===== src/design/vga_pkg.sv =====
package vga_pkg;

  typedef logic [11:0] coord_t;  // screen coordinate
  typedef logic [11:0] rgb_t;    // 4 bits per channel, r g b

  ////////////////////
  // 1024x768 at 60 Hz, 65 MHz pixel clock

  localparam coord_t H_ACTIVE     = 12'd1024;
  localparam coord_t H_SYNC_START = 12'd1048;
  localparam coord_t H_SYNC_WIDTH = 12'd136;
  localparam coord_t H_TOTAL      = 12'd1344;

  localparam coord_t V_ACTIVE     = 12'd768;
  localparam coord_t V_SYNC_START = 12'd771;
  localparam coord_t V_SYNC_WIDTH = 12'd6;
  localparam coord_t V_TOTAL      = 12'd806;

  ////////////////////
  // one pixel slot of the sweep

  typedef struct packed {
    coord_t hcount;
    coord_t vcount;
    logic   hsync;  // high inside the sync pulse
    logic   vsync;
    logic   blank;  // outside the active area
  } pixel_pos_t;

  localparam rgb_t COLOR_LASER = 12'hfff;  // white
  localparam rgb_t COLOR_BLACK = 12'h000;

endpackage


===== src/design/game_pkg.sv =====
package game_pkg;

  ////////////////////
  // laser geometry

  localparam vga_pkg::coord_t LASER_LEFT  = 12'd361;
  localparam vga_pkg::coord_t LASER_RIGHT = 12'd661;

  // first row of each 2 pixel seed
  localparam vga_pkg::coord_t ROW_TOP    = 12'd367;
  localparam vga_pkg::coord_t ROW_MIDDLE = 12'd467;
  localparam vga_pkg::coord_t ROW_BOTTOM = 12'd567;

  localparam logic [5:0] LASER_SPREAD = 6'd30;  // per edge
  localparam logic [3:0] LASER_LEVEL  = 4'b0010;

  typedef enum logic [1:0] {
    idle,
    draw_top,
    draw_middle,
    draw_bottom
  } laser_state_t;

  ////////////////////
  // control and status

  typedef struct packed {
    logic            game_on;
    logic            menu_on;
    logic            play_selected;
    logic [3:0]      selected;
    logic            start;     // one cycle
    vga_pkg::coord_t player_x;
    vga_pkg::coord_t player_y;
    vga_pkg::rgb_t   bg_color;
  } game_ctrl_t;

  typedef struct packed {
    logic            valid;
    vga_pkg::coord_t obstacle_x;
    vga_pkg::coord_t obstacle_y;
  } obstacle_pix_t;

  typedef struct packed {
    logic       working;
    logic       done_seen;
    logic       hit;
    logic [7:0] hit_count;
    logic [5:0] lasers_left;
  } game_stat_t;

  localparam logic [3:0] REG_CTRL   = 4'h0;
  localparam logic [3:0] REG_PLAYER = 4'h4;
  localparam logic [3:0] REG_BG     = 4'h8;
  localparam logic [3:0] REG_STATUS = 4'hc;

endpackage


===== src/design/vga_timing.sv =====
module vga_timing (
  input  logic                pclk,
  input  logic                rst,
  output vga_pkg::pixel_pos_t pos
);

  vga_pkg::coord_t hcount;
  vga_pkg::coord_t vcount;
  logic            h_last;
  logic            v_last;

  assign h_last = (hcount == vga_pkg::H_TOTAL - 12'd1);
  assign v_last = (vcount == vga_pkg::V_TOTAL - 12'd1);

  ////////////////////
  // counters

  always_ff @(posedge pclk) begin
    if (rst) begin
      hcount <= '0;
      vcount <= '0;
    end else begin
      if (h_last) begin
        hcount <= '0;
        if (v_last) begin
          vcount <= '0;
        end else begin
          vcount <= vcount + 12'd1;
        end
      end else begin
        hcount <= hcount + 12'd1;
      end
    end
  end

  ////////////////////
  // sync and blank from the counters

  always_comb begin
    pos.hcount = hcount;
    pos.vcount = vcount;
    pos.hsync  = (hcount >= vga_pkg::H_SYNC_START) &&
                 (hcount < vga_pkg::H_SYNC_START + vga_pkg::H_SYNC_WIDTH);
    pos.vsync  = (vcount >= vga_pkg::V_SYNC_START) &&
                 (vcount < vga_pkg::V_SYNC_START + vga_pkg::V_SYNC_WIDTH);
    // front porch, sync and back porch all count as blank
    pos.blank  = (hcount >= vga_pkg::H_ACTIVE) || (vcount >= vga_pkg::V_ACTIVE);
  end

endmodule


===== src/design/apb_game_regs.sv =====
module apb_game_regs (
  input  logic                 pclk,
  input  logic                 rst,
  input  logic                 psel,
  input  logic                 penable,
  input  logic                 pwrite,
  input  logic [3:0]           paddr,
  input  logic [31:0]          pwdata,
  output logic [31:0]          prdata,
  output logic                 pready,
  output logic                 pslverr,
  output game_pkg::game_ctrl_t ctrl,
  input  logic                 working,
  input  logic                 done,
  input  logic                 hit_pulse,
  input  logic [7:0]           count,
  input  logic [5:0]           lasers_left
);

  logic                 access;
  logic                 wr;
  logic                 rd_status;
  logic                 mapped;
  logic                 done_seen;
  logic                 hit;
  game_pkg::game_stat_t stat;

  assign access = psel && penable;
  assign wr     = access && pwrite;
  assign mapped = (paddr == game_pkg::REG_CTRL) || (paddr == game_pkg::REG_PLAYER) ||
                  (paddr == game_pkg::REG_BG) || (paddr == game_pkg::REG_STATUS);
  assign rd_status = access && !pwrite && (paddr == game_pkg::REG_STATUS);

  assign pready  = 1'b1;  // no wait states
  assign pslverr = access && !mapped;

  ////////////////////
  // control fields

  always_ff @(posedge pclk) begin
    if (rst) begin
      ctrl <= '0;
    end else begin
      ctrl.start <= wr && (paddr == game_pkg::REG_CTRL) && pwdata[8];
      if (wr && (paddr == game_pkg::REG_CTRL)) begin
        ctrl.game_on       <= pwdata[0];
        ctrl.menu_on       <= pwdata[1];
        ctrl.play_selected <= pwdata[2];
        ctrl.selected      <= pwdata[7:4];
      end
      if (wr && (paddr == game_pkg::REG_PLAYER)) begin
        ctrl.player_x <= pwdata[11:0];
        ctrl.player_y <= pwdata[27:16];
      end
      if (wr && (paddr == game_pkg::REG_BG)) ctrl.bg_color <= pwdata[11:0];
    end
  end

  // sticky until read, a new event wins over the clear
  always_ff @(posedge pclk) begin
    if (rst) begin
      done_seen <= 1'b0;
      hit       <= 1'b0;
    end else begin
      done_seen <= (done_seen && !rd_status) || done;
      hit       <= (hit && !rd_status) || hit_pulse;
    end
  end

  always_comb begin
    stat.working     = working;
    stat.done_seen   = done_seen;
    stat.hit         = hit;
    stat.hit_count   = count;
    stat.lasers_left = lasers_left;
    case (paddr)
      game_pkg::REG_CTRL:   prdata = {23'd0, 1'b0, ctrl.selected, 1'b0, ctrl.play_selected,
                                      ctrl.menu_on, ctrl.game_on};
      game_pkg::REG_PLAYER: prdata = {4'd0, ctrl.player_y, 4'd0, ctrl.player_x};
      game_pkg::REG_BG:     prdata = {20'd0, ctrl.bg_color};
      game_pkg::REG_STATUS: prdata = {15'd0, stat};
      default:              prdata = 32'd0;
    endcase
  end

endmodule


===== src/design/horizontal_lasers_obstacle.sv =====
module horizontal_lasers_obstacle #(
  parameter logic [23:0] ON_DELAY    = 24'd3_200_000,
  parameter logic [23:0] GAP_DELAY   = 24'd16_000_000,
  parameter logic [5:0]  LASER_COUNT = 6'd16
) (
  input  logic                    pclk,
  input  logic                    rst,
  input  vga_pkg::pixel_pos_t     pos,
  input  game_pkg::game_ctrl_t    ctrl,
  output vga_pkg::rgb_t           rgb_out,
  output vga_pkg::pixel_pos_t     vga_out,
  output game_pkg::obstacle_pix_t pix,
  output logic                    working,
  output logic                    done,
  output logic [5:0]              lasers_left
);

  game_pkg::laser_state_t state, state_nxt;
  logic [5:0]             spread, spread_nxt;   // edge offset from the seed
  logic [23:0]            timer, timer_nxt;
  logic [5:0]             left_nxt;
  logic                   done_nxt;
  logic [23:0]            limit;
  logic                   step;
  logic                   arm_ok;
  logic                   abort;
  vga_pkg::coord_t        row_start;
  vga_pkg::coord_t        band_top;
  vga_pkg::coord_t        band_bot;
  logic                   on_laser;

  function automatic game_pkg::laser_state_t next_row(input game_pkg::laser_state_t s);
    case (s)
      game_pkg::draw_top:    next_row = game_pkg::draw_middle;
      game_pkg::draw_middle: next_row = game_pkg::draw_bottom;
      default:               next_row = game_pkg::draw_top;
    endcase
  endfunction

  assign arm_ok = ctrl.play_selected && !ctrl.menu_on && (ctrl.selected == game_pkg::LASER_LEVEL);
  assign abort  = ctrl.menu_on || !ctrl.play_selected;

  // widening runs on ON_DELAY, both holds on GAP_DELAY
  assign limit = ((spread != 6'd0) && (spread != game_pkg::LASER_SPREAD)) ? ON_DELAY : GAP_DELAY;
  assign step  = (timer == limit - 24'd1);

  ////////////////////
  // sequencer

  always_comb begin
    state_nxt  = state;
    spread_nxt = spread;
    timer_nxt  = timer;
    left_nxt   = lasers_left;
    done_nxt   = 1'b0;
    case (state)
      game_pkg::idle: begin
        if (ctrl.start && arm_ok) begin
          state_nxt  = game_pkg::draw_top;
          spread_nxt = 6'd0;
          timer_nxt  = 24'd0;
          left_nxt   = LASER_COUNT;
        end
      end
      default: begin
        if (abort) begin
          state_nxt = game_pkg::idle;  // no done on abort
          timer_nxt = 24'd0;
          left_nxt  = 6'd0;
        end else if (!step) begin
          timer_nxt = timer + 24'd1;
        end else begin
          timer_nxt = 24'd0;
          if (spread != game_pkg::LASER_SPREAD) begin
            spread_nxt = spread + 6'd1;
          end else if (lasers_left <= 6'd1) begin
            state_nxt  = game_pkg::idle;
            spread_nxt = 6'd0;
            left_nxt   = 6'd0;
            done_nxt   = 1'b1;
          end else begin
            state_nxt  = next_row(state);
            spread_nxt = 6'd0;
            left_nxt   = lasers_left - 6'd1;
          end
        end
      end
    endcase
  end

  always_ff @(posedge pclk) begin
    if (rst) begin
      state       <= game_pkg::idle;
      spread      <= '0;
      timer       <= '0;
      lasers_left <= '0;
      done        <= 1'b0;
      working     <= 1'b0;
    end else begin
      state       <= state_nxt;
      spread      <= spread_nxt;
      timer       <= timer_nxt;
      lasers_left <= left_nxt;
      done        <= done_nxt;
      working     <= (state_nxt != game_pkg::idle);
    end
  end

  ////////////////////
  // pixel overlay

  always_comb begin
    case (state)
      game_pkg::draw_middle: row_start = game_pkg::ROW_MIDDLE;
      game_pkg::draw_bottom: row_start = game_pkg::ROW_BOTTOM;
      default:               row_start = game_pkg::ROW_TOP;
    endcase
    band_top = row_start - {6'd0, spread};
    band_bot = row_start + {6'd0, spread} + 12'd1;  // seed is two rows
    on_laser = (state != game_pkg::idle) && !pos.blank &&
               (pos.hcount >= game_pkg::LASER_LEFT) && (pos.hcount <= game_pkg::LASER_RIGHT) &&
               (pos.vcount >= band_top) && (pos.vcount <= band_bot);
  end

  always_ff @(posedge pclk) begin
    if (rst) begin
      rgb_out   <= vga_pkg::COLOR_BLACK;
      pix.valid <= 1'b0;
    end else begin
      pix.valid <= on_laser;
      if (pos.blank) rgb_out <= vga_pkg::COLOR_BLACK;
      else if (on_laser) rgb_out <= vga_pkg::COLOR_LASER;
      else rgb_out <= ctrl.bg_color;
    end
  end

  // position follows every pixel, valid qualifies it
  always_ff @(posedge pclk) begin
    vga_out        <= pos;
    pix.obstacle_x <= pos.hcount;
    pix.obstacle_y <= pos.vcount;
  end

endmodule


===== src/design/laser_collision.sv =====
module laser_collision #(
  parameter logic [11:0] PLAYER_W = 12'd40,
  parameter logic [11:0] PLAYER_H = 12'd40
) (
  input  logic                    pclk,
  input  logic                    rst,
  input  game_pkg::obstacle_pix_t pix,
  input  game_pkg::game_ctrl_t    ctrl,
  output logic                    hit_pulse,
  output logic [7:0]              count
);

  logic            in_box;
  logic            frame_hit;  // already hit this frame
  logic            new_frame;
  vga_pkg::coord_t prev_y;

  // 13 bit sums so the box edge cannot wrap
  assign in_box = ({1'b0, pix.obstacle_x} >= {1'b0, ctrl.player_x}) &&
                  ({1'b0, pix.obstacle_x} < {1'b0, ctrl.player_x} + {1'b0, PLAYER_W}) &&
                  ({1'b0, pix.obstacle_y} >= {1'b0, ctrl.player_y}) &&
                  ({1'b0, pix.obstacle_y} < {1'b0, ctrl.player_y} + {1'b0, PLAYER_H});

  assign new_frame = (pix.obstacle_y < prev_y);
  assign hit_pulse = pix.valid && in_box && !frame_hit;

  always_ff @(posedge pclk) begin
    if (rst) begin
      frame_hit <= 1'b0;
      prev_y    <= '0;
      count     <= '0;
    end else begin
      prev_y <= pix.obstacle_y;
      if (new_frame) frame_hit <= 1'b0;
      else if (hit_pulse) frame_hit <= 1'b1;
      if (hit_pulse && (count != 8'hff)) begin
        count <= count + 8'd1;  // saturates
      end
    end
  end

endmodule


===== src/design/laser_game_top.sv =====
module laser_game_top #(
  parameter logic [23:0] ON_DELAY    = 24'd3_200_000,
  parameter logic [23:0] GAP_DELAY   = 24'd16_000_000,
  parameter logic [5:0]  LASER_COUNT = 6'd16,
  parameter logic [11:0] PLAYER_W    = 12'd40,
  parameter logic [11:0] PLAYER_H    = 12'd40
) (
  input  logic                pclk,
  input  logic                rst,
  input  logic                psel,
  input  logic                penable,
  input  logic                pwrite,
  input  logic [3:0]          paddr,
  input  logic [31:0]         pwdata,
  output logic [31:0]         prdata,
  output logic                pready,
  output logic                pslverr,
  output vga_pkg::rgb_t       rgb_out,
  output vga_pkg::pixel_pos_t vga_out,
  output logic                working,
  output logic                done
);

  vga_pkg::pixel_pos_t     pos;
  game_pkg::game_ctrl_t    ctrl;
  game_pkg::obstacle_pix_t pix;
  logic                    hit_pulse;
  logic [7:0]              count;
  logic [5:0]              lasers_left;

  vga_timing u_timing (.pclk(pclk), .rst(rst), .pos(pos));

  apb_game_regs u_regs (
    .pclk(pclk), .rst(rst), .psel(psel), .penable(penable), .pwrite(pwrite),
    .paddr(paddr), .pwdata(pwdata), .prdata(prdata), .pready(pready), .pslverr(pslverr),
    .ctrl(ctrl), .working(working), .done(done), .hit_pulse(hit_pulse),
    .count(count), .lasers_left(lasers_left)
  );

  horizontal_lasers_obstacle #(
    .ON_DELAY(ON_DELAY), .GAP_DELAY(GAP_DELAY), .LASER_COUNT(LASER_COUNT)
  ) u_lasers (
    .pclk(pclk), .rst(rst), .pos(pos), .ctrl(ctrl), .rgb_out(rgb_out), .vga_out(vga_out),
    .pix(pix), .working(working), .done(done), .lasers_left(lasers_left)
  );

  laser_collision #(.PLAYER_W(PLAYER_W), .PLAYER_H(PLAYER_H)) u_collision (
    .pclk(pclk), .rst(rst), .pix(pix), .ctrl(ctrl), .hit_pulse(hit_pulse), .count(count)
  );

endmodule


===== config.mk =====
export PLATFORM = sky130hd
export DESIGN_NAME = laser_game_top
export DESIGN_NICKNAME = d
export VERILOG_FILES = /design/src/design/vga_pkg.sv /design/src/design/game_pkg.sv /design/src/design/vga_timing.sv /design/src/design/apb_game_regs.sv /design/src/design/horizontal_lasers_obstacle.sv /design/src/design/laser_collision.sv /design/src/design/laser_game_top.sv
export SDC_FILE = /design/constraint.sdc
export NUM_CORES = 1
export LEC_CHECK = 0
export BUFFER_PORTS_ARGS = -buffer_cell sky130_fd_sc_hd__buf_2
export CORE_MARGIN = 4
export CORE_UTILIZATION = 30
export DETAILED_ROUTE_END_ITERATION = 7
export PLACE_DENSITY = 0.58
export SYNTH_ARGS = -nofsm -noshare
export SYNTH_HDL_FRONTEND = slang
export SYNTH_HIERARCHICAL = 1
export SYNTH_SLANG_ARGS = --single-unit

===== constraint.sdc =====
create_clock -name pclk -period 9 [get_ports pclk]
set_input_delay 0.45 -clock pclk [delete_from_list [all_inputs] [get_ports pclk]]
set_output_delay 0.45 -clock pclk [all_outputs]
set_load 0.02 [all_outputs]

======== After elaboration in Yosys (flattened, before gate mapping) ========
Index checks and enable logic that the tools add are counted.
word-level totals
  logic and storage cells ................. 155
  bits in registers ....................... 171
  bits of input ports ..................... 41
  output and inout port bits .............. 75
cells by class
  bitwise gates (word level) .............. 1
  add/subtract/negate cells ............... 12
  equality and inequality tests ........... 15
  multiplexer cells ....................... 28
  reduce and logical (&&, ||, !) cells .... 55
  magnitude comparators ................... 16
operators by type and width
  cell                                                                 count
  two-way mux 24 bit                                                   5
  case mux 28 bit (4 select lines)                                     1
  two-way mux 6 bit                                                    11
  adder 12 x 1 -> 12 bit, second input constant                        3
  greater-or-equal comparator 12 bit                                   3
  logical AND 1 bit                                                    28
  adder 12 x 6 -> 13 bit, second input constant                        2
  < comparator 12 x 13 -> 1 bit                                        2
  adder 24 x 1 -> 24 bit, second input constant                        1
  equality test 24 bit                                                 1
  greater-or-equal comparator 12 x 10 -> 1 bit, second input constant  2
  greater-or-equal comparator 12 x 11 -> 1 bit, second input constant  2
  two-way mux 12 bit                                                   2
  subtractor 24 x 1 -> 24 bit, second input constant                   1
  case mux 10 bit (2 select lines)                                     1
  equality test 12 x 10 -> 1 bit, second input constant                1
  equality test 12 x 11 -> 1 bit, second input constant                1
  greater-or-equal comparator 12 x 9 -> 1 bit, second input constant   1
  <= comparator 12 x 10 -> 1 bit, second input constant                1
  <= comparator 12 bit                                                 1
  < comparator 12 x 10 -> 1 bit, second input constant                 1
  < comparator 12 x 11 -> 1 bit, second input constant                 1
  < comparator 12 bit                                                  1
  two-way mux 2 bit                                                    6
  29 further kinds                                                     48

======== Depth between registers and ports, before layout ========
Gate-level depths: netlist (run 1).
  depth after elaboration ................. 9
  gate-level depth with buffers ........... 19
  gate-level depth less buffers ........... 18

======== Cells and area by module ========
Netlist (run 1), hierarchy kept.
by module, submodules not included
  module                      cells each  times used  sequential area each (sq um)  area each (sq um)
  horizontal_lasers_obstacle  488         1           1601.5                        4360.4
  apb_game_regs               249         1           920.9                         2451.1
  laser_collision             285         1           420.4                         2314.7
  vga_timing                  148         1           480.5                         1241.2

======== Worst setup path after synthesis (run 1) ========
No wires, ideal clock.
  path kind ............................... reg2reg
  start ................................... register u_lasers.state[1]
  end ..................................... register u_lasers.rgb_out[10]
  buffers on the path ..................... 2
  period minus slack after synthesis ...... 3.527 ns
  required time ........................... 8.942 ns
  arrival time ............................ 3.468 ns
  slack ................................... 5.473 ns
  library setup time ...................... 0.058 ns
  stages on the path, launching flop included .. 19
  cell sequence ........................... dfxtp_1 > ha_1 > clkbuf_1 > nor2_1 > inv_1 > ha_1 > inv_1 > a21oi_1 > o21bai_1 > nand2b_1 > xnor2_1 > ha_1 > a211o_1 > a21oi_1 > o21ai_0 > o21ai_0 > and4_1 > clkbuf_1 > o21a_1
between the ends
  longest elaborated chain between the ends .. 7
  elaborated cells between the ends (all ways) .. 15
  classes of those cells .................. 3 x add/sub; 2 x order compare; 2 x eq/ne; 2 x mux; 6 x reduce/logical
RTL lines
  element                                                                       line                                                                  source
  start: declaration                                                            horizontal_lasers_obstacle.sv:18                                      game_pkg::laser_state_t state, state_nxt;
  start signal: assignment                                                      horizontal_lasers_obstacle.sv:93                                      state <= game_pkg::idle;
  start signal: assignment                                                      horizontal_lasers_obstacle.sv:100                                     state <= state_nxt;
  equality test 2 bit / nonzero test 2 bit (equally long branches)              horizontal_lasers_obstacle.sv:113, horizontal_lasers_obstacle.sv:120
  case mux 10 bit (2 select lines) / logical AND 1 bit (equally long branches)  horizontal_lasers_obstacle.sv:113, horizontal_lasers_obstacle.sv:120
  adder 10 x 6 -> 11 bit (tied with other cells)                                horizontal_lasers_obstacle.sv:119                                     band_bot = row_start + {6'd0, spread} + 12'd1;
  adder 12 x 1 -> 12 bit (tied with other cells)                                horizontal_lasers_obstacle.sv:119
  <= comparator 12 bit / logical AND 1 bit (equally long branches)              horizontal_lasers_obstacle.sv:122, horizontal_lasers_obstacle.sv:121
  logical AND 1 bit (*)                                                         horizontal_lasers_obstacle.sv:122                                     (pos.vcount >= band_top) && (pos.vcount <= band_bot);
  two-way mux 12 bit (*)                                                        horizontal_lasers_obstacle.sv:132                                     else if (on_laser) rgb_out <= vga_pkg::COLOR_LASER;
  end signal: assignment                                                        horizontal_lasers_obstacle.sv:131                                     if (pos.blank) rgb_out <= vga_pkg::COLOR_BLACK;
  end signal: assignment                                                        horizontal_lasers_obstacle.sv:132
  end signal: assignment                                                        horizontal_lasers_obstacle.sv:133                                     else rgb_out <= ctrl.bg_color;
  end: declaration                                                              horizontal_lasers_obstacle.sv:10                                      output vga_pkg::rgb_t rgb_out,
Every way passes the cells marked *; elsewhere a longest branch is shown, timed or not.
A chain may end at the register's enable or synchronous reset.

======== Final worst setup path (run 1) ========
  start ................................... register u_lasers.state[1]
  end ..................................... register u_lasers/pix[24] (netlist name)
between the ends
  longest elaborated chain between the ends .. 6
  elaborated cells between the ends (all ways) .. 14
  classes of those cells .................. 3 x add/sub; 2 x order compare; 2 x eq/ne; 1 x mux; 6 x reduce/logical
RTL lines
  element                                                                       line
  equality test 2 bit / nonzero test 2 bit (equally long branches)              horizontal_lasers_obstacle.sv:113, horizontal_lasers_obstacle.sv:120
  case mux 10 bit (2 select lines) / logical AND 1 bit (equally long branches)  horizontal_lasers_obstacle.sv:113, horizontal_lasers_obstacle.sv:120
  adder 10 x 6 -> 11 bit (tied with other cells)                                horizontal_lasers_obstacle.sv:119
  adder 12 x 1 -> 12 bit (tied with other cells)                                horizontal_lasers_obstacle.sv:119
  <= comparator 12 bit / logical AND 1 bit (equally long branches)              horizontal_lasers_obstacle.sv:122, horizontal_lasers_obstacle.sv:121
  logical AND 1 bit (*)                                                         horizontal_lasers_obstacle.sv:122
Marked as above.

==> results.md, run 1 <==
Hold path:
- In this run the most critical hold path is launched from pwdata[25].
- In this run the worst hold path is classified as input port to flip-flop.
- The number of cells traversed by the worst hold path is 3.
- The path with the worst hold slack has its endpoint at u_regs/ctrl[21].

Worst setup path:
- The type of origin of the critical path is a flip-flop.
- The setup check on the worst reg-to-reg path leaves a slack of slightly below 5 ns.
- STA classifies the critical path endpoint as a flip-flop.
- The data required time of the worst path is 9.35 ns.
- Data arrives at the worst endpoint at 4.40 ns.
- Along the worst path, the maximum fanout reaches 13.
- The worst reg2reg path endpoint is u_lasers/pix[24].
- For the worst flop-to-flop path, the logic depth is 16.
- In this run the critical register-to-register path is launched from u_lasers/state[1].
- The class of the most critical setup path is flip-flop to flip-flop.

Clocking:
- The clock reaches the later pin of the worst-skew pair after 0.43 ns.
- The clock sink total is 171.
- CTS built an H-tree with a depth of 4.
- The number of CTS-inserted buffers is 17.
- The number of buffers added for setup after CTS is 0.
- The CTS clock-pin slew for the worst setup and hold paths is 0.06 ns.
- The post-cts gate resize count is 0.
- Buffers inserted to repair hold after CTS numbered 0.
- TritonCTS built the clock tree.
- The longest clock path from root to sink contains 2 buffers.
- The root buffer selected by CTS is clkbuf_16.

Synth:
- The sequential-to-total area share from yosys stat is 33.02%.
- The number of register bits inferred by synthesis is approximately 170.
- The cell type with the largest total area after synthesis is dfxtp_1.
- The fraction of registers with async set/reset is 0%.
- dfxtp_1 is the most common cell in the netlist.
- By count the netlist is led by 171 x dfxtp_1, 102 x ha_1, 88 x nor2_1.
- In this run the cell area of the synthesized design comes to 10,370 sq um.
- The share of synthesized area in the top cell type comes to ~33%.
- During synthesis, Yosys emitted a total of 6 warnings.
- The most common flop cell mapped by yosys is dfxtp_1.
- By area the synthesized netlist is led by dfxtp_1 33%, ha_1 12%, nand2b_1 3.8%.
- Synthesis instantiated 91 different standard cells from the library.
- The number of enable-type register cells in the synthesized netlist is 0.
- The gate count after technology mapping is 1,170.
- The post-synthesis area per instance is 8.861 sq um.

Placed design:
- The half-perimeter wire length of the detailed placement result is between 15,000 and 20,000 um.
- The final RePlAce weighted congestion is 0.8253.
- The count of buffers added on input and output ports is roughly 100.
- In this run the cell area measured after placement is 11,020 sq um.

Layout:
- After filler insertion, the fill cell instance count of the layout stands at 3,479.
- The design area is 11,550 sq um.
- The net count of the finished layout is between 1,000 and 1,500.
- In the final layout, the share of cells above drive strength 1 is 14.44%.
- The number of diodes is 0.
- The sequential cells in the finished layout cover a total of about 3400 sq um.
- Relative to the synthesized area, the layout overhead comes to 11.44%.
- The multi-input combinational cells in the finished layout cover a total of 6227 sq um.

Power and ir drop:
- The analysis attributes to cell leakage a power of slightly below 5 nW.
- The power per cell area is 130.5 nW/um^2.
- The worst-case IR drop observed on VDD is 130.1 uV.

Detailed routing:
- The number of routed nets with antenna violations is 0.
- After detailed routing, the number of vias per cell comes to 5.010.
- The number of DRC markers after the initial detailed-route iteration is ~450.
- For this run, the detailed router's first-pass iteration total came to 5.
- After detailed routing, the average wire length per cell comes to 15.69 um.
- The number of vias after detailed routing is 8,421.
- The routed design has 26,380 um of wire.
- The total DRC errors in the routed layout is 0.

Timing:
- The worst pin sits at a relative slew slack of 18.81%.
- The worst path uses between 40 and 50% of the clock period.
- The final hold violation count came to 0.
- The minimum hold slack is 0.2951 ns.
- At the pin with the least slew margin, the transition time is 1.216 ns.
- The maximum operating frequency is 247.1 MHz.
- The final number of max-transition violations is 0.
- Setup repair after global routing left no endpoint under its margin.
- The aggregate negative setup slack is 0 ns.
- Setup violations remaining at the end of the flow were counted as 0.
- The worst setup skew after layout is 0.01182 ns.
- The worst path in the final design needs a cycle of 4.047 ns, including I/O delays and setup.

Outcome:
- The flow ran to the end, and the final reports show no timing, DRC or antenna violations.

Floorplanning:
- The core region area is 33,780 sq um.
- The die covers 37,600 sq um.
- The die height is 193.9 um.
- In this run the count of I/O pins placed on the die edge is about 120.
- The initialized floorplan defines 67 standard-cell rows.
- The starting utilization of the core area is 30.69%.
- The floorplan step set the die width to 193.9 um.

Global routing:
- The number of antenna violations at the first check in global routing is 3.
- The layer flagged by global routing as most heavily used is met2.
- The final global-route overflow total is 0.
- Global routing consumed, on the met3 layer, 2.520% of the routing resources.
- The met2 global-route usage is 23.06%.
- The maximum number of pins on one net before global-route repair is 96.
- The global-route total usage across every layer is 13.62%.
- The via count of the first global-routing pass was 8,264.
- The first global-routing pass estimated 42,890 um of wire.
- For met1 alone, demand over resource in global routing was about 18%.

Job:
- The max-capacitance violation count is 0.
==> power breakdown <==
part	internal, mW	total [mW]	switching [mW]
clock network	0.360	0.684	0.324
logic	0.0223	0.0594	0.0371
registers	0.760	0.765	0.00504
==> stage by stage <==
step | power (mW) | std cells | worst slack, ns | utilization (%)
floorplan | 0.8235 | 1174 | 5.473 | -
global placement | 0.8407 | 1651 | 5.087 | 32.62
detailed placement | 0.8411 | 1651 | 5.021 | 32.62
CTS | 1.524 | 1681 | 5.003 | 34.20
global route | 1.562 | 1681 | 4.710 | 34.20
finish | 1.508 | 1681 | 4.953 | 34.20
==> metal layers <==
| metal | vias to the layer above | share of wire (%) |
|---|---|---|
| li1 | 4206 | - |
| met5 | - | 0 |
| met2 | 172 | 47 |
| met3 | 14 | 4.4 |
| met1 | 4029 | 48 |
| met4 | 0 | 0.52 |
==> logic make-up (layout without fill, tap and decap cells) <==
| kind of cell | Yosys count | count (layout) | share of synthesized area (%) |
|---|---|---|---|
| simple gates | 424 | 424 | 23.33 |
| compound gates | 217 | 217 | 13.81 |
| flops | 171 | 171 | 33.02 |
| buf+inv | 150 | 209 | 7.108 |
| fa+ha+maj | 104 | 104 | 12.50 |
| mux | 51 | 51 | 5.902 |
| xor+xnor | 50 | 50 | 4.224 |
| other cells | 3 | 7 | 0.1086 |
==> cell type report <==
type                       count  area share [%]
multi-input combinational    853           53.90
sequential                   171           29.63
tap                          448           4.852
timing repair buffer         104           4.570
clock buffer                  18           3.801
inverter                      75           2.437
clock inverter                12          0.8122
==> state kept, by name, summed over array words and instances (netlist names), 2 cells and up <==
| register | count |
|---|---|
| u_lasers/pix | 25 |
| u_timing/vcount | 12 |
| u_lasers/vga_out | 3 |
| u_collision/prev_y | 12 |
| u_timing/hcount | 12 |
| u_regs/ctrl | 44 |
| u_lasers/spread | 6 |
| u_lasers/lasers_left | 6 |
| u_lasers/rgb_out | 12 |
| u_lasers/state | 2 |
| u_collision/count | 8 |
| u_lasers/timer | 24 |
==> critical path: stages, from the launching register on <==
cell      delay (ns)
dfxtp_1         0.45
ha_1            0.42
nor2_1          0.13
inv_1           0.17
ha_1            0.29
inv_1           0.15
a21oi_1         0.12
o21bai_1        0.20
nand2b_1        0.09
xnor2_1         0.13
ha_1            0.30
a211o_1         0.29
a21oi_1         0.10
o21ai_0         0.10
o21ai_0         0.16
and4_1          0.66
nor2b_1         0.20
==> worst max-delay path by stage <==
stage | cells after the start | to | startpoint | slack (ns)
after floorplan | 18 | u_lasers/rgb_out[10] | u_lasers/state[1] | 5.47
after global placement | 16 | u_lasers/pix[24] | u_lasers/state[1] | 5.09
after detailed placement | 16 | u_lasers/pix[24] | u_lasers/state[1] | 5.02
after CTS | 16 | u_lasers/pix[24] | u_lasers/state[1] | 5.00
after global routing | 16 | u_lasers/pix[24] | u_lasers/state[1] | 4.71
final | 16 | u_lasers/pix[24] | u_lasers/state[1] | 4.95
==> cells in the final DEF, fill, tap and decap left out, types with 14 or more instances in the layout <==
cell	netlist	layout
nand2b_1	63	63
nor2_1	88	88
nor2b_1	24	24
a21oi_1	50	50
and3_1	14	14
o21ai_0	39	39
inv_1	74	74
dfxtp_1	171	171
nand3_1	33	33
buf_2	9	101
xnor2_1	26	26
mux2i_1	33	33
xor2_1	24	24
nand2_1	53	53
nand4_1	24	24
nand4b_1	16	16
nor3_1	15	15
ha_1	102	102
o21a_1	17	17
clkbuf_16	0	17
and2_1	26	26
(Power assumes the default switching activity.)
==> inputs of run 2 (changes only) <==
==> constraint.sdc (replaced) <==
create_clock -name pclk -period 4.2 [get_ports pclk]
set_input_delay 0.21 -clock pclk [delete_from_list [all_inputs] [get_ports pclk]]
set_output_delay 0.21 -clock pclk [all_outputs]
set_load 0.02 [all_outputs]
==> run 2 against run 1 <==
Against the previous run:
- core utilization grew 0.31 points
- cell count grew 0.30%
- sequential cell count is the same
- worst hold slack lost 0.24 ns
- worst setup slack lost 4.6 ns
- critical path depth grew 1
- register-to-register slack lost 4.6 ns
- combinational power grew 110%
- total power grew 130%
- non-clock buffer count grew 3
- clock power grew 140%
- largest cell class unchanged
- sequential share of layout area shrank 0.26 points
==> results.md, run 2 (synthesis gave the netlist of run 1 again) <==
Timing:
- The maximum operating frequency came to 261.5 MHz (was 247.1 MHz).
- The worst setup skew after layout is 0.009765 ns (was 0.01182 ns).
- The total of endpoints with negative setup slack in the final report came to 0 (unchanged).
- Setup repair after global routing missed its margin: false (unchanged).
- The minimum hold slack came to 0.05615 ns (was 0.2951 ns).
- The aggregate negative setup slack was 0 ns (unchanged).
- The time the final worst path needs with I/O delays and setup came to 3.824 ns (was 4.047 ns).
- The final hold violation count was 0 (unchanged).
- The final number of max-transition violations is 0 (unchanged).
- The normalized max-slew margin was 41.98% (was 18.81%).
- The share of the clock period used by the worst path after layout is 91.05% (was 44.97%).
- The worst-margin pin slew was 0.8671 ns (was 1.216 ns).

Layout:
- The most common library cell in the layout ignoring fill and taps is dfxtp_1 (unchanged).
- The final net count is 1,368 (was 1,365).
- The register with the most flip-flops is u_regs/ctrl (unchanged).
- The number of flip-flops in the largest register was 44 (unchanged).
- The number of diodes was 0 (unchanged).
- The layout overhead on the synthesized area is 12.44% (was 11.44%).
- Commonest non-fill, non-tap cells in the layout: 171 x dfxtp_1, 102 x ha_1, 101 x buf_2 (unchanged).
- The number of fill cells in the layout came to 3,471 (was 3,479).
- The core utilization of the finished layout was 34.51% (was 34.20%).
- The share of final-layout standard cells stronger than drive strength 1 came to 14.62% (was 14.44%).
- Biggest regs: u_regs/ctrl: 44 flops, u_lasers/pix: 25 flops, u_lasers/timer: 24 flops (unchanged).

Worst setup path:
- The count of cells along the worst register-to-register path is 17 (was 16).
- The data required time of the worst path was 4.56 ns (was 9.35 ns).
- The peak fanout along the critical path is 13 (unchanged).
- The type of origin of the critical path is a flip-flop (unchanged).
- The worst reg-to-reg setup slack is 0.38 ns (was 4.95 ns).
- The worst reg2reg path endpoint is u_lasers/pix[24] (unchanged).
- The element type at the critical path end was a flip-flop (unchanged).
- The class of the most critical setup path is flip-flop to flip-flop (unchanged).
- The arrival time at the worst endpoint is 4.19 ns (was 4.40 ns).
- The startpoint of the worst-slack reg-to-reg timing path is u_lasers/state[1] (unchanged).

Power and ir drop:
- The total leakage power is 4.879 nW (was 4.823 nW).
- The portion of total power attributed to sequential cells is 47.8% (was 50.7%).
- The net switching power of the design is 800.5 uW (was 366.2 uW).
- The switching share of total power is 23.35% (was 24.29%).
- The part of the power in the clock network was 48.5% (was 45.4%).
- The share of power burned in combinational logic is 3.7% (was 3.9%).
- The power consumption was 3.428 mW (was 1.508 mW).
- The power per cell area was 294.1 nW/um^2 (was 130.5 nW/um^2).
- The maximum ir drop on the vdd rail came to 280.6 uV (was 130.1 uV).
- The design internal power is 2.627 mW (was 1.142 mW).

Clocking:
- The number of buffers added for setup after CTS came to 0 (unchanged).
- The number of buffers on the longest clock path came to 2 (unchanged).
- The clock insertion delay at the later pin of the skew report came to 0.43 ns (about the same).
- The post-cts gate resize count came to 0 (unchanged).
- The clock sink total is 171 (unchanged).
- The cts-stage hold buffer count is 0 (unchanged).
- The CTS clock-pin slew for the worst setup and hold paths was 0.07 ns (was 0.06 ns).
- The number of CTS-inserted buffers came to 17 (unchanged).
- The CTS tree was done (unchanged).
- The root buffer selected by CTS is clkbuf_16 (unchanged).
- The maximum level of the CTS H-tree is 4 (unchanged).

Detailed routing:
- The total detailed-routing wirelength is 26,280 um (was 26,380 um).
- The detailed-router iteration count before antenna repair is 4 (was 5).
- The average wire per cell in the routed design is 15.59 um (was 15.69 um).
- The number of DRC markers after the initial detailed-route iteration is 398 (was 445).
- The number of vias after detailed routing is 8,469 (was 8,421).
- The total DRC errors in the routed layout was 0 (unchanged).
- The number of routed nets with antenna violations came to 0 (unchanged).
- The post-detailed-route via-to-cell ratio is 5.023 (was 5.010).

Placed design:
- The number of buffers added on ports is 102 (unchanged).
- The half-perimeter wire length of the detailed placement result is 19,740 um (was 19,920 um).
- The final RePlAce weighted congestion is 0.8230 (was 0.8253).

Outcome:
- Run status: finished clean (unchanged).

Global routing:
- The wire length of the first global-routing pass is 42,670 um (was 42,890 um).
- The maximum number of pins on one net before global-route repair is 79 (was 96).
- The final global-route overflow total is 0 (unchanged).
- The global-route total usage across every layer is 13.70% (was 13.62%).
- The number of antenna violations at the first check in global routing came to 0 (was 3).
- The via count of the first global-routing pass was 8,115 (was 8,264).

Hold path:
- The class of the tightest hold or removal check is input port to flip-flop (unchanged).
- The number of cells traversed by the worst hold path is 3 (unchanged).
- The end point of the most critical hold path was u_regs/ctrl[21] (unchanged).
- The critical hold path startpoint was pwdata[25] (unchanged).

Floorplanning:
- The count of standard-cell rows is 67 (unchanged).
- The core region area is 33,780 sq um (unchanged).
- The die footprint is 37,600 sq um (unchanged).
- The die height is 193.9 um (unchanged).
- The x dimension of the die was 193.9 um (unchanged).
- The number of ports placed on the die boundary is 116 (unchanged).
- The starting utilization of the core area is 30.69% (unchanged).

Job:
- The max-capacitance violation count came to 0 (unchanged).
==> run 2: routing by layer <==
metal | up-vias | share of wire [%] | global-route usage, %
li1 | 4222 | - | -
met1 | 4061 | 47 | 18.30
met2 | 165 | 47 | 22.71
met3 | 21 | 4.4 | 2.745
met4 | 0 | 1.3 | 3.646
met5 | - | 0 | 0
==> run 2: metrics by stage <==
step	worst slack [ns]	cell area, sq um	instances
2_1_floorplan	0.6733	10380	1174
3_3_place_gp	0.5168	11040	1654
3_5_place_dp	0.4443	11040	1654
4_1_cts	0.4180	11660	1686
5_1_grt	0.08097	11660	1686
6_report	0.3759	11660	1686
==> run 2: critical path: stages (launching register included) <==
cell	delay (ns)
dfxtp_1	0.45
ha_1	0.40
nor2_1	0.13
inv_1	0.17
ha_1	0.29
inv_1	0.14
a21oi_1	0.11
o21bai_1	0.17
nand2b_1	0.09
xnor2_1	0.18
ha_1	0.29
a211o_1	0.31
a21oi_1	0.11
o21ai_0	0.10
o21ai_0	0.23
and4_1	0.23
buf_4	0.22
nor2b_1	0.14
==> run 2: cell type report <==
class                           instances  area, sq um  share of cell area [%]
Clock inverter                         13        181.4                   1.556
Timing Repair Buffer                  107        550.5                   4.723
Tap cell                              448        560.5                   4.808
Clock buffer                           19        432.9                   3.714
Multi-Input combinational cell        853         6227                   53.42
Sequential cell                       171         3423                   29.37
Inverter                               75        281.5                   2.415
==> run 2: power by group through the flow <==
stage          Combinational (mW)  Sequential, mW  Clock [mW]
6_report                    0.126            1.64        1.66
5_1_grt                     0.140            1.64        1.77
4_1_cts                     0.127            1.64        1.71
3_5_place_dp                0.127            1.68           0
3_3_place_gp                0.126            1.68           0
2_1_floorplan              0.0944            1.67           0
==> run 2: worst max-delay path by stage <==
stage | startpoint | to | slack [ns] | depth (start not counted)
floorplan | u_lasers/state[1] | u_lasers/rgb_out[10] | 0.67 | 18
global placement | u_lasers/state[1] | u_lasers/pix[24] | 0.52 | 17
detailed placement | u_lasers/state[1] | u_lasers/pix[24] | 0.44 | 17
CTS | u_lasers/state[1] | u_lasers/pix[24] | 0.42 | 17
global route | u_lasers/state[1] | u_lasers/pix[24] | 0.08 | 17
finish | u_lasers/state[1] | u_lasers/pix[24] | 0.38 | 17
